### src/rtl/openadc_pkg.sv
`default_nettype none

package openadc_pkg;

   // bus and fifo widths
   localparam int BYTECNT_W       = 3;
   localparam int TRIG_FIFO_W     = 32;
   localparam int TRIG_FIFO_DEPTH = 8;
   localparam int TRIG_FIFO_AW    = $clog2(TRIG_FIFO_DEPTH);

   // register address map
   localparam logic [7:0] ADDR_GAIN        = 8'd0;
   localparam logic [7:0] ADDR_SETTINGS    = 8'd1;
   localparam logic [7:0] ADDR_STATUS      = 8'd2;
   localparam logic [7:0] ADDR_ECHO        = 8'd3;
   localparam logic [7:0] ADDR_SAMPLES     = 8'd4;
   localparam logic [7:0] ADDR_PRESAMPLES  = 8'd5;
   localparam logic [7:0] ADDR_OFFSET      = 8'd6;
   localparam logic [7:0] ADDR_VERSION     = 8'd7;
   localparam logic [7:0] ADDR_MAX_SAMPLES = 8'd8;
   localparam logic [7:0] ADDR_TRIG_LEVEL  = 8'd9;
   localparam logic [7:0] ADDR_TRIG_DATA   = 8'd10;
   localparam logic [7:0] ADDR_TRIG_STAT   = 8'd11;
   localparam logic [7:0] ADDR_RESET       = 8'd12;

   localparam logic [7:0]  SETTINGS_DEFAULT = 8'h24; // rising edge trigger, wait for trigger
   // hw type [15:11], hw version [10:8], register version [3:0]
   localparam logic [15:0] VERSION_WORD     = {5'd8, 3'd1, 4'd0, 4'd2};
   localparam logic [31:0] MAX_SAMPLES      = 32'd24000;
   localparam int          ARM_DELAY        = 4;

   // settings register bits
   localparam int SET_RESET     = 0;
   localparam int SET_TRIG_MODE = 2;
   localparam int SET_ARM       = 3;
   localparam int SET_STREAM    = 4;
   localparam int SET_TRIG_WAIT = 5;
   localparam int SET_TRIG_NOW  = 6;

   typedef struct packed {
      logic [7:0]           address;
      logic [BYTECNT_W-1:0] bytecnt; // byte lane of multi-byte registers
      logic [7:0]           datai;
      logic                 read;
      logic                 write;
   } reg_bus_t;

   // field order puts each select at the bit index of its address
   typedef struct packed {
      logic reset;
      logic trig_stat;
      logic trig_data;
      logic trig_level;
      logic max_samples;
      logic version;
      logic offset;
      logic presamples;
      logic samples;
      logic echo;
      logic status;
      logic settings;
      logic gain;
   } reg_sel_t;

   typedef struct packed {
      logic        mode;
      logic        wait_en;
      logic        now;
      logic [31:0] offset;
      logic [11:0] adclevel;
   } trig_cfg_t;

   typedef struct packed {
      logic [TRIG_FIFO_W-1:0] dout;
      logic                   empty;
      logic                   overflow;
      logic                   underflow;
   } trig_stat_t;

endpackage

`default_nettype wire

### src/rtl/interval_fifo.sv
`default_nettype none

module interval_fifo import openadc_pkg::*; (
   input  logic                   reset,
   input  logic                   adc_sampleclk,
   input  logic                   wr_i,
   input  logic                   rd_i,
   input  logic [TRIG_FIFO_W-1:0] wdata_i,
   output logic [TRIG_FIFO_W-1:0] rdata_o,
   output logic                   empty_o,
   output logic                   full_o,
   output logic                   underflow_o
);

   logic [TRIG_FIFO_W-1:0] mem [TRIG_FIFO_DEPTH];
   logic [TRIG_FIFO_AW:0]  wr_ptr; // extra msb tells full from empty
   logic [TRIG_FIFO_AW:0]  rd_ptr;

   assign empty_o = (wr_ptr == rd_ptr);
   assign full_o  = (wr_ptr[TRIG_FIFO_AW] != rd_ptr[TRIG_FIFO_AW]) &&
                    (wr_ptr[TRIG_FIFO_AW-1:0] == rd_ptr[TRIG_FIFO_AW-1:0]);
   assign rdata_o = mem[rd_ptr[TRIG_FIFO_AW-1:0]]; // head always visible

   always_ff @(posedge adc_sampleclk) begin
      if (reset) begin
         wr_ptr      <= '0;
         rd_ptr      <= '0;
         underflow_o <= 1'b0;
      end else begin
         if (wr_i && !full_o)
            wr_ptr <= wr_ptr + 1'b1;
         if (rd_i) begin
            if (empty_o)
               underflow_o <= 1'b1; // sticky
            else
               rd_ptr <= rd_ptr + 1'b1;
         end
      end
   end

   always_ff @(posedge adc_sampleclk) begin
      if (wr_i && !full_o)
         mem[wr_ptr[TRIG_FIFO_AW-1:0]] <= wdata_i;
   end

   // pointer distance never passes the depth
   a_occupancy: assert property (@(posedge adc_sampleclk) disable iff (reset)
      (TRIG_FIFO_AW+1)'(wr_ptr - rd_ptr) <= TRIG_FIFO_DEPTH)
      else $error("interval fifo holds more than %0d entries", TRIG_FIFO_DEPTH);

endmodule

`default_nettype wire

### src/rtl/openadc_regfile.sv
`default_nettype none

module openadc_regfile import openadc_pkg::*; (
   input  logic        reset,
   input  logic        adc_sampleclk,
   input  reg_bus_t    bus_i,
   input  reg_sel_t    sel_i,
   output logic [7:0]  gain_o,
   output logic [7:0]  settings_o,
   output logic [63:0] echo_o,
   output logic [31:0] samples_o,
   output logic [14:0] presamples_o,
   output trig_cfg_t   trig_cfg_o,
   output logic        soft_reset_o
);

   logic [31:0]          offset;
   logic [11:0]          adclevel;
   logic                 reset_reg;  // survives its own soft reset
   logic                 core_reset;
   logic [BYTECNT_W-1:0] lane;
   logic                 word_lane;  // lane fits a 32-bit register

   assign lane         = bus_i.bytecnt;
   assign word_lane    = (lane < BYTECNT_W'(4));
   assign soft_reset_o = settings_o[SET_RESET] | reset_reg;
   assign core_reset   = reset | soft_reset_o;

   always_ff @(posedge adc_sampleclk) begin
      if (core_reset) begin
         gain_o       <= 8'h00;
         settings_o   <= SETTINGS_DEFAULT; // also drops the settings soft reset bit
         echo_o       <= '0;
         samples_o    <= MAX_SAMPLES;
         presamples_o <= '0;
         offset       <= '0;
         adclevel     <= '0;
      end else if (bus_i.write) begin
         if (sel_i.gain)
            gain_o <= bus_i.datai;
         if (sel_i.settings)
            settings_o <= bus_i.datai;
         if (sel_i.echo)
            echo_o[lane*8 +: 8] <= bus_i.datai;
         if (sel_i.samples && word_lane)
            samples_o[lane[1:0]*8 +: 8] <= bus_i.datai;
         if (sel_i.offset && word_lane)
            offset[lane[1:0]*8 +: 8] <= bus_i.datai;
         if (sel_i.presamples) begin
            case (lane)
               BYTECNT_W'(0): presamples_o[7:0]  <= bus_i.datai;
               BYTECNT_W'(1): presamples_o[14:8] <= bus_i.datai[6:0];
               default: ;
            endcase
         end
         if (sel_i.trig_level) begin
            case (lane)
               BYTECNT_W'(0): adclevel[7:0]  <= bus_i.datai;
               BYTECNT_W'(1): adclevel[11:8] <= bus_i.datai[3:0];
               default: ;
            endcase
         end
      end
   end

   // only the external reset clears it, so writing 0 is the way out
   always_ff @(posedge adc_sampleclk) begin
      if (reset)
         reset_reg <= 1'b0;
      else if (bus_i.write && sel_i.reset)
         reset_reg <= bus_i.datai[0];
   end

   assign trig_cfg_o.mode     = settings_o[SET_TRIG_MODE];
   assign trig_cfg_o.wait_en  = settings_o[SET_TRIG_WAIT];
   assign trig_cfg_o.now      = settings_o[SET_TRIG_NOW];
   assign trig_cfg_o.offset   = offset;
   assign trig_cfg_o.adclevel = adclevel;

endmodule

`default_nettype wire

### src/rtl/openadc_regs.sv
`default_nettype none

module openadc_regs import openadc_pkg::*; (
   input  logic        adc_sampleclk,
   input  logic        reset,
   input  reg_bus_t    bus_i,
   input  logic [7:0]  status_i,
   input  logic        trigger_event_i,
   output logic [7:0]  reg_datao_o,
   output logic        reset_o,
   output logic [7:0]  gain_o,
   output logic        cmd_arm_usb_o,
   output logic        cmd_arm_adc_o,
   output trig_cfg_t   trig_cfg_o,
   output logic [31:0] samples_o,
   output logic [14:0] presamples_o,
   output logic        fifo_stream_o
);

   reg_sel_t    sel;
   logic        trig_pop;
   logic        trig_clear;
   logic [7:0]  settings;
   logic [63:0] echo;
   logic        soft_reset;
   logic        reset_int;
   trig_stat_t  trig_stat;

   assign reset_int     = reset | soft_reset; // settings bit 0 or reset register
   assign reset_o       = reset_int;
   assign cmd_arm_usb_o = settings[SET_ARM];
   assign fifo_stream_o = settings[SET_STREAM];

   reg_addr_decode u_reg_addr_decode (
      .bus_i        (bus_i),
      .sel_o        (sel),
      .trig_pop_o   (trig_pop),
      .trig_clear_o (trig_clear)
   );

   // regfile takes the external reset so the reset register can hold
   openadc_regfile u_openadc_regfile (
      .reset         (reset),
      .adc_sampleclk (adc_sampleclk),
      .bus_i         (bus_i),
      .sel_i         (sel),
      .gain_o        (gain_o),
      .settings_o    (settings),
      .echo_o        (echo),
      .samples_o     (samples_o),
      .presamples_o  (presamples_o),
      .trig_cfg_o    (trig_cfg_o),
      .soft_reset_o  (soft_reset)
   );

   trigger_interval_counter u_trigger_interval_counter (
      .reset           (reset_int),
      .adc_sampleclk   (adc_sampleclk),
      .arm_i           (cmd_arm_usb_o),
      .trigger_event_i (trigger_event_i),
      .trig_pop_i      (trig_pop),
      .trig_clear_i    (trig_clear),
      .cmd_arm_adc_o   (cmd_arm_adc_o),
      .trig_stat_o     (trig_stat)
   );

   readback_mux u_readback_mux (
      .bus_i        (bus_i),
      .sel_i        (sel),
      .gain_i       (gain_o),
      .settings_i   (settings),
      .echo_i       (echo),
      .samples_i    (samples_o),
      .presamples_i (presamples_o),
      .trig_cfg_i   (trig_cfg_o),
      .status_i     (status_i),
      .trig_stat_i  (trig_stat),
      .reg_datao_o  (reg_datao_o)
   );

endmodule

`default_nettype wire

### src/rtl/readback_mux.sv
`default_nettype none

module readback_mux import openadc_pkg::*; (
   input  reg_bus_t    bus_i,
   input  reg_sel_t    sel_i,
   input  logic [7:0]  gain_i,
   input  logic [7:0]  settings_i,
   input  logic [63:0] echo_i,
   input  logic [31:0] samples_i,
   input  logic [14:0] presamples_i,
   input  trig_cfg_t   trig_cfg_i,
   input  logic [7:0]  status_i,
   input  trig_stat_t  trig_stat_i,
   output logic [7:0]  reg_datao_o
);

   // lanes past the register width read as 0
   function automatic logic [7:0] pick_lane(input logic [63:0] word,
                                            input logic [BYTECNT_W-1:0] lane);
      return word[lane*8 +: 8];
   endfunction

   always_comb begin
      reg_datao_o = 8'h00;
      if (bus_i.read) begin
         case (1'b1)
            sel_i.gain:        reg_datao_o = gain_i;
            sel_i.settings:    reg_datao_o = settings_i;
            sel_i.status:      reg_datao_o = status_i;
            sel_i.echo:        reg_datao_o = pick_lane(echo_i, bus_i.bytecnt);
            sel_i.samples:     reg_datao_o = pick_lane(64'(samples_i), bus_i.bytecnt);
            sel_i.presamples:  reg_datao_o = pick_lane(64'(presamples_i), bus_i.bytecnt);
            sel_i.offset:      reg_datao_o = pick_lane(64'(trig_cfg_i.offset), bus_i.bytecnt);
            sel_i.version:     reg_datao_o = pick_lane(64'(VERSION_WORD), bus_i.bytecnt);
            sel_i.max_samples: reg_datao_o = pick_lane(64'(MAX_SAMPLES), bus_i.bytecnt);
            sel_i.trig_level:  reg_datao_o = pick_lane(64'(trig_cfg_i.adclevel), bus_i.bytecnt);
            sel_i.trig_data:   reg_datao_o = pick_lane(64'(trig_stat_i.dout), bus_i.bytecnt);
            sel_i.trig_stat:   reg_datao_o = {5'b0, trig_stat_i.underflow,
                                              trig_stat_i.overflow, trig_stat_i.empty};
            default: ;  // reset register is write-only
         endcase
      end
   end

endmodule

`default_nettype wire

### src/rtl/reg_addr_decode.sv
`default_nettype none

module reg_addr_decode import openadc_pkg::*; (
   input  reg_bus_t bus_i,
   output reg_sel_t sel_o,
   output logic     trig_pop_o,
   output logic     trig_clear_o
);

   always_comb begin
      sel_o.gain        = (bus_i.address == ADDR_GAIN);
      sel_o.settings    = (bus_i.address == ADDR_SETTINGS);
      sel_o.status      = (bus_i.address == ADDR_STATUS);
      sel_o.echo        = (bus_i.address == ADDR_ECHO);
      sel_o.samples     = (bus_i.address == ADDR_SAMPLES);
      sel_o.presamples  = (bus_i.address == ADDR_PRESAMPLES);
      sel_o.offset      = (bus_i.address == ADDR_OFFSET);
      sel_o.version     = (bus_i.address == ADDR_VERSION);
      sel_o.max_samples = (bus_i.address == ADDR_MAX_SAMPLES);
      sel_o.trig_level  = (bus_i.address == ADDR_TRIG_LEVEL);
      sel_o.trig_data   = (bus_i.address == ADDR_TRIG_DATA);
      sel_o.trig_stat   = (bus_i.address == ADDR_TRIG_STAT);
      sel_o.reset       = (bus_i.address == ADDR_RESET);
   end

   // host reads the head entry, then writes the data register to pop it
   assign trig_pop_o   = bus_i.write & sel_o.trig_data;
   assign trig_clear_o = bus_i.write & sel_o.trig_stat; // any write clears overflow

endmodule

`default_nettype wire

### src/rtl/trigger_interval_counter.sv
`default_nettype none

module trigger_interval_counter import openadc_pkg::*; (
   input  logic       reset,
   input  logic       adc_sampleclk,
   input  logic       arm_i,
   input  logic       trigger_event_i,
   input  logic       trig_pop_i,
   input  logic       trig_clear_i,
   output logic       cmd_arm_adc_o,
   output trig_stat_t trig_stat_o
);

   logic [ARM_DELAY-1:0]   arm_pipe;
   logic                   arm_r;
   logic                   arm_rise;
   logic                   trig_r;
   logic                   trig_edge;
   logic [TRIG_FIFO_W-1:0] count;
   logic                   overflow;
   logic                   flush;
   logic                   fifo_wr;
   logic                   fifo_rd;
   logic                   fifo_full;
   logic                   fifo_empty;
   logic                   fifo_underflow;
   logic [TRIG_FIFO_W-1:0] fifo_dout;

   assign cmd_arm_adc_o = arm_pipe[ARM_DELAY-1];
   assign arm_rise      = cmd_arm_adc_o & ~arm_r;
   assign trig_edge     = trigger_event_i & ~trig_r;
   assign fifo_wr       = trig_edge & ~fifo_full; // lost when full
   assign fifo_rd       = trig_pop_i | (flush & ~fifo_empty);

   always_ff @(posedge adc_sampleclk) begin
      if (reset) begin
         arm_pipe <= '0;
         arm_r    <= 1'b0;
         trig_r   <= 1'b0;
         count    <= '0;
         overflow <= 1'b0;
         flush    <= 1'b0;
      end else begin
         arm_pipe <= {arm_pipe[ARM_DELAY-2:0], arm_i};
         arm_r    <= cmd_arm_adc_o;
         trig_r   <= trigger_event_i;

         // restart at 1 so the stored value is the edge-to-edge distance
         if (fifo_wr)
            count <= TRIG_FIFO_W'(1);
         else if (count != '1)
            count <= count + 1'b1; // saturate

         if (fifo_empty)
            flush <= 1'b0;
         else if (arm_rise)
            flush <= 1'b1;

         if (trig_clear_i || arm_rise)
            overflow <= 1'b0;
         else if (trig_edge && fifo_full)
            overflow <= 1'b1;
      end
   end

   interval_fifo u_interval_fifo (
      .reset         (reset),
      .adc_sampleclk (adc_sampleclk),
      .wr_i          (fifo_wr),
      .rd_i          (fifo_rd),
      .wdata_i       (count),
      .rdata_o       (fifo_dout),
      .empty_o       (fifo_empty),
      .full_o        (fifo_full),
      .underflow_o   (fifo_underflow)
   );

   assign trig_stat_o = '{dout: fifo_dout, empty: fifo_empty,
                          overflow: overflow, underflow: fifo_underflow};

endmodule

`default_nettype wire

### config.mk
export PLATFORM = sky130hd
export DESIGN_NAME = openadc_regs
export DESIGN_NICKNAME = d
export VERILOG_FILES = /design/src/rtl/openadc_pkg.sv /design/src/rtl/interval_fifo.sv /design/src/rtl/openadc_regfile.sv /design/src/rtl/openadc_regs.sv /design/src/rtl/readback_mux.sv /design/src/rtl/reg_addr_decode.sv /design/src/rtl/trigger_interval_counter.sv
export SDC_FILE = /design/constraint.sdc
export NUM_CORES = 1
export LEC_CHECK = 0
export BUFFER_PORTS_ARGS = -buffer_cell sky130_fd_sc_hd__buf_4
export CORE_UTILIZATION = 65
export CTS_CLUSTER_DIAMETER = 30
export DETAILED_ROUTE_END_ITERATION = 10
export PLACE_DENSITY = 0.82
export REMOVE_ABC_BUFFERS = 1
export SLEW_MARGIN = 20
export SYNTH_ARGS = -nofsm -noshare
export SYNTH_HDL_FRONTEND = slang
export SYNTH_SLANG_ARGS = --single-unit
### constraint.sdc
create_clock -name adc_sampleclk -period 12.4 [get_ports adc_sampleclk]
set_input_delay 1.24 -clock adc_sampleclk [delete_from_list [all_inputs] [get_ports adc_sampleclk]]
set_output_delay 1.24 -clock adc_sampleclk [all_outputs]
set_load 0.005 [all_outputs]
==> results_dict.tcl <==
set metrics [dict create \
    status "finished, violations left" \
    violations "design-rule violations" \
    core_um2 30830 \
    firstDrtPassIters 11 \
    die_h_um 179.8 \
    crit_path_max_fanout 46 \
    synth_compound_area_share_pct 6.868 \
    slowest_stage "nor2_1" \
    netlist.area_leader.share_pct 37.41 \
    placement.io_buffers 145 \
    path_buf_inv 2 \
    startpoint_type "primary input" \
    post-cts-setup-buffers 0 \
    synth-simple-area-share_pct 13.38 \
    dpl_cell_area_um2 21870 \
    syn_area_per_cell_um2 12.20 \
    required_ns 11.16 \
    final_cell_mix "256 x edfxtp_1, 221 x dfxtp_1, 188 x nand2_1" \
    cts.sinks 480 \
    grt_max_degree 83 \
    critPathTopFamily "simple AND/OR/NAND/NOR gates" \
    synth-seq-cells 480 \
    initial_core_util_pct 66.66 \
    via_per_inst 6.820 \
    max_freq_mhz 188.2 \
    tns_ns 0 \
    antenna_found_initial 0 \
    cts_resized 0 \
    area_growth_pct 20.08 \
    drtIter0Drc 1814 \
    clockRootBuffer "clkbuf_16" \
    antenna_cells 0 \
    io_pins 146 \
    via_count 15560 \
    syn-cell-area_um2 20550 \
    slew_headroom_pct 30.00 \
    grt_util_all_layers_pct 38.79 \
    worst_pin_slew_ns 1.041 \
    yosys-mux-area-fraction_pct 15.90 \
    ant_nets 0 \
    synth_cell_type_count 73 \
    max_cap_violations 0 \
    min_period_ns 5.314 \
    h-tree-depth 3 \
    clkLatencyLatePin_ns 0.60 \
    post_route_cells_drive_above_1_share_pct 23.97 \
    tritoncts "built" \
    synth_xor_area_share_pct 1.492 \
    p_total_uw 4096 \
    power_leakage_uw 0.008834 \
    cpPeakStageDelay_ns 0.59 \
    final_common_cell "edfxtp_1" \
    irDropWorstVdd_mv 0.1628 \
    grt_overflow 0 \
    setup_viol 0 \
    path_cells "buf_4 > nor2_1 > nand2_1 > nor3_1 > nor3_1 > or4_1 > a21oi_1 > buf_4" \
    ys_async_sr_fraction_pct 0 \
    final_area_um2 24680 \
    die_w_um 179.8 \
    placementRows 64 \
    synth_area_leaders "edfxtp_1 37%, dfxtp_1 22%, mux4_2 11%" \
    cts_buffer_depth 3 \
    ys_seq_area_share_pct 59.23 \
    cts.clk_slew.worst_paths_ns 0.05 \
    ctsHoldBuffers 0 \
    largest_reg_flops 256 \
    post_drt_wl_per_cell_um 27.06 \
    ys_warn_count 0 \
    dieArea_um2 32330 \
    synth_edf_count 256 \
    wl_um 61750 \
    rsz0062_at_grt "no" \
    synth_top_family_by_area "multiplexers" \
    hold_slack_ns 0.4306 \
    final_max_slew_viol_count 0 \
    grt_pass1_vias 15390 \
    synth_fa_ha_area_share_pct 0.4871 \
    p_per_area_nw_per_um2 166.0 \
    skew_ns 0.02493 \
    synth_top_flop_cell "edfxtp_1" \
    period_share_pct 42.86 \
    fin_nets 1858 \
    hp-class "register to register" \
    end_kind "primary output" \
    yosys.area.top_type "edfxtp_1" \
    routabilityCongestion 0.9853 \
    grt_pass1_wl_um 94320 \
    cts_made_buffers 83 \
    drc 27 \
    hold_viol_final 0 \
    cp.arrival_ns 4.07 \
    synth_cells 1684 \
    dpl.hpwl_um 36630 \
    path_class "primary input to primary output" \
]
-- path summary, 6_finish.rpt --
check	from	end	slack, ns	depth (start not counted)
worst min-delay path	u_trigger_interval_counter.arm_pipe[1]	u_trigger_interval_counter.arm_pipe[2]	0.43	1
worst max register to register	register	register	8.97	6
worst min register to register	u_trigger_interval_counter.arm_pipe[1]	u_trigger_interval_counter.arm_pipe[2]	0.43	1
worst max-delay path	bus_i[11]	reg_datao_o[0]	7.09	8
-- through the flow --
stage	utilization [%]	instances	worst slack, ns
after CTS	80.00	2282	7.138
after floorplan	-	1570	7.036
after global placement	70.92	2129	7.245
final	80.04	2282	7.086
after detailed placement	70.95	2129	7.215
after global routing	80.04	2282	6.996
-- cell families (layout without fill, tap and decap cells) --
group / Yosys count / after routing
and+or+nand+nor: 583 / 583
buffers and inverters: 130 / 332
xor gates and xnor gates: 35 / 35
DFF: 480 / 480
AOI/OAI and AO/OA: 247 / 247
adders and majority gates: 8 / 8
muxes: 201 / 201
-- per-layer routing --
metal	vias up	share of wire (%)	wire, µm	global-route usage [%]
met2	1143	49	29960	62.99
met1	7651	37	22850	50.60
met3	222	9.9	6107	7.091
met5	-	0	0	0
li1	6547	-	-	-
met4	0	4.6	2838	19.34
-- layout make-up --
cell class,count,area (µm²)
flip-flops and latches,480,12180
multi-input cells,1074,7926
fillers,1700,6152
clock buffers,95,2235
repair buffers,163,1224
clock inverters,58,556.8
well taps,396,495.5
inverters,16,62.56
-- Yosys cell counts, types with 24 or more instances --
cell / n
edfxtp_1: 256
dfxtp_1: 224
nand2_1: 188
nor2_1: 160
a21oi_1: 134
nand3_1: 102
mux4_2: 100
mux2i_1: 97
clkbuf_1: 82
o21ai_0: 47
nor3_1: 32
buf_2: 24
-- power breakdown --
| part | switching, µW | internal [µW] | leakage, µW | total, µW |
|---|---|---|---|---|
| logic | 106 | 43.0 | 0.00319 | 149 |
| registers | 8.77 | 1680 | 0.00430 | 1690 |
| clock network | 840 | 1420 | 0.00135 | 2260 |
| total | 955 | 3140 | 0.00883 | 4100 |
(Power assumes the default switching activity.)
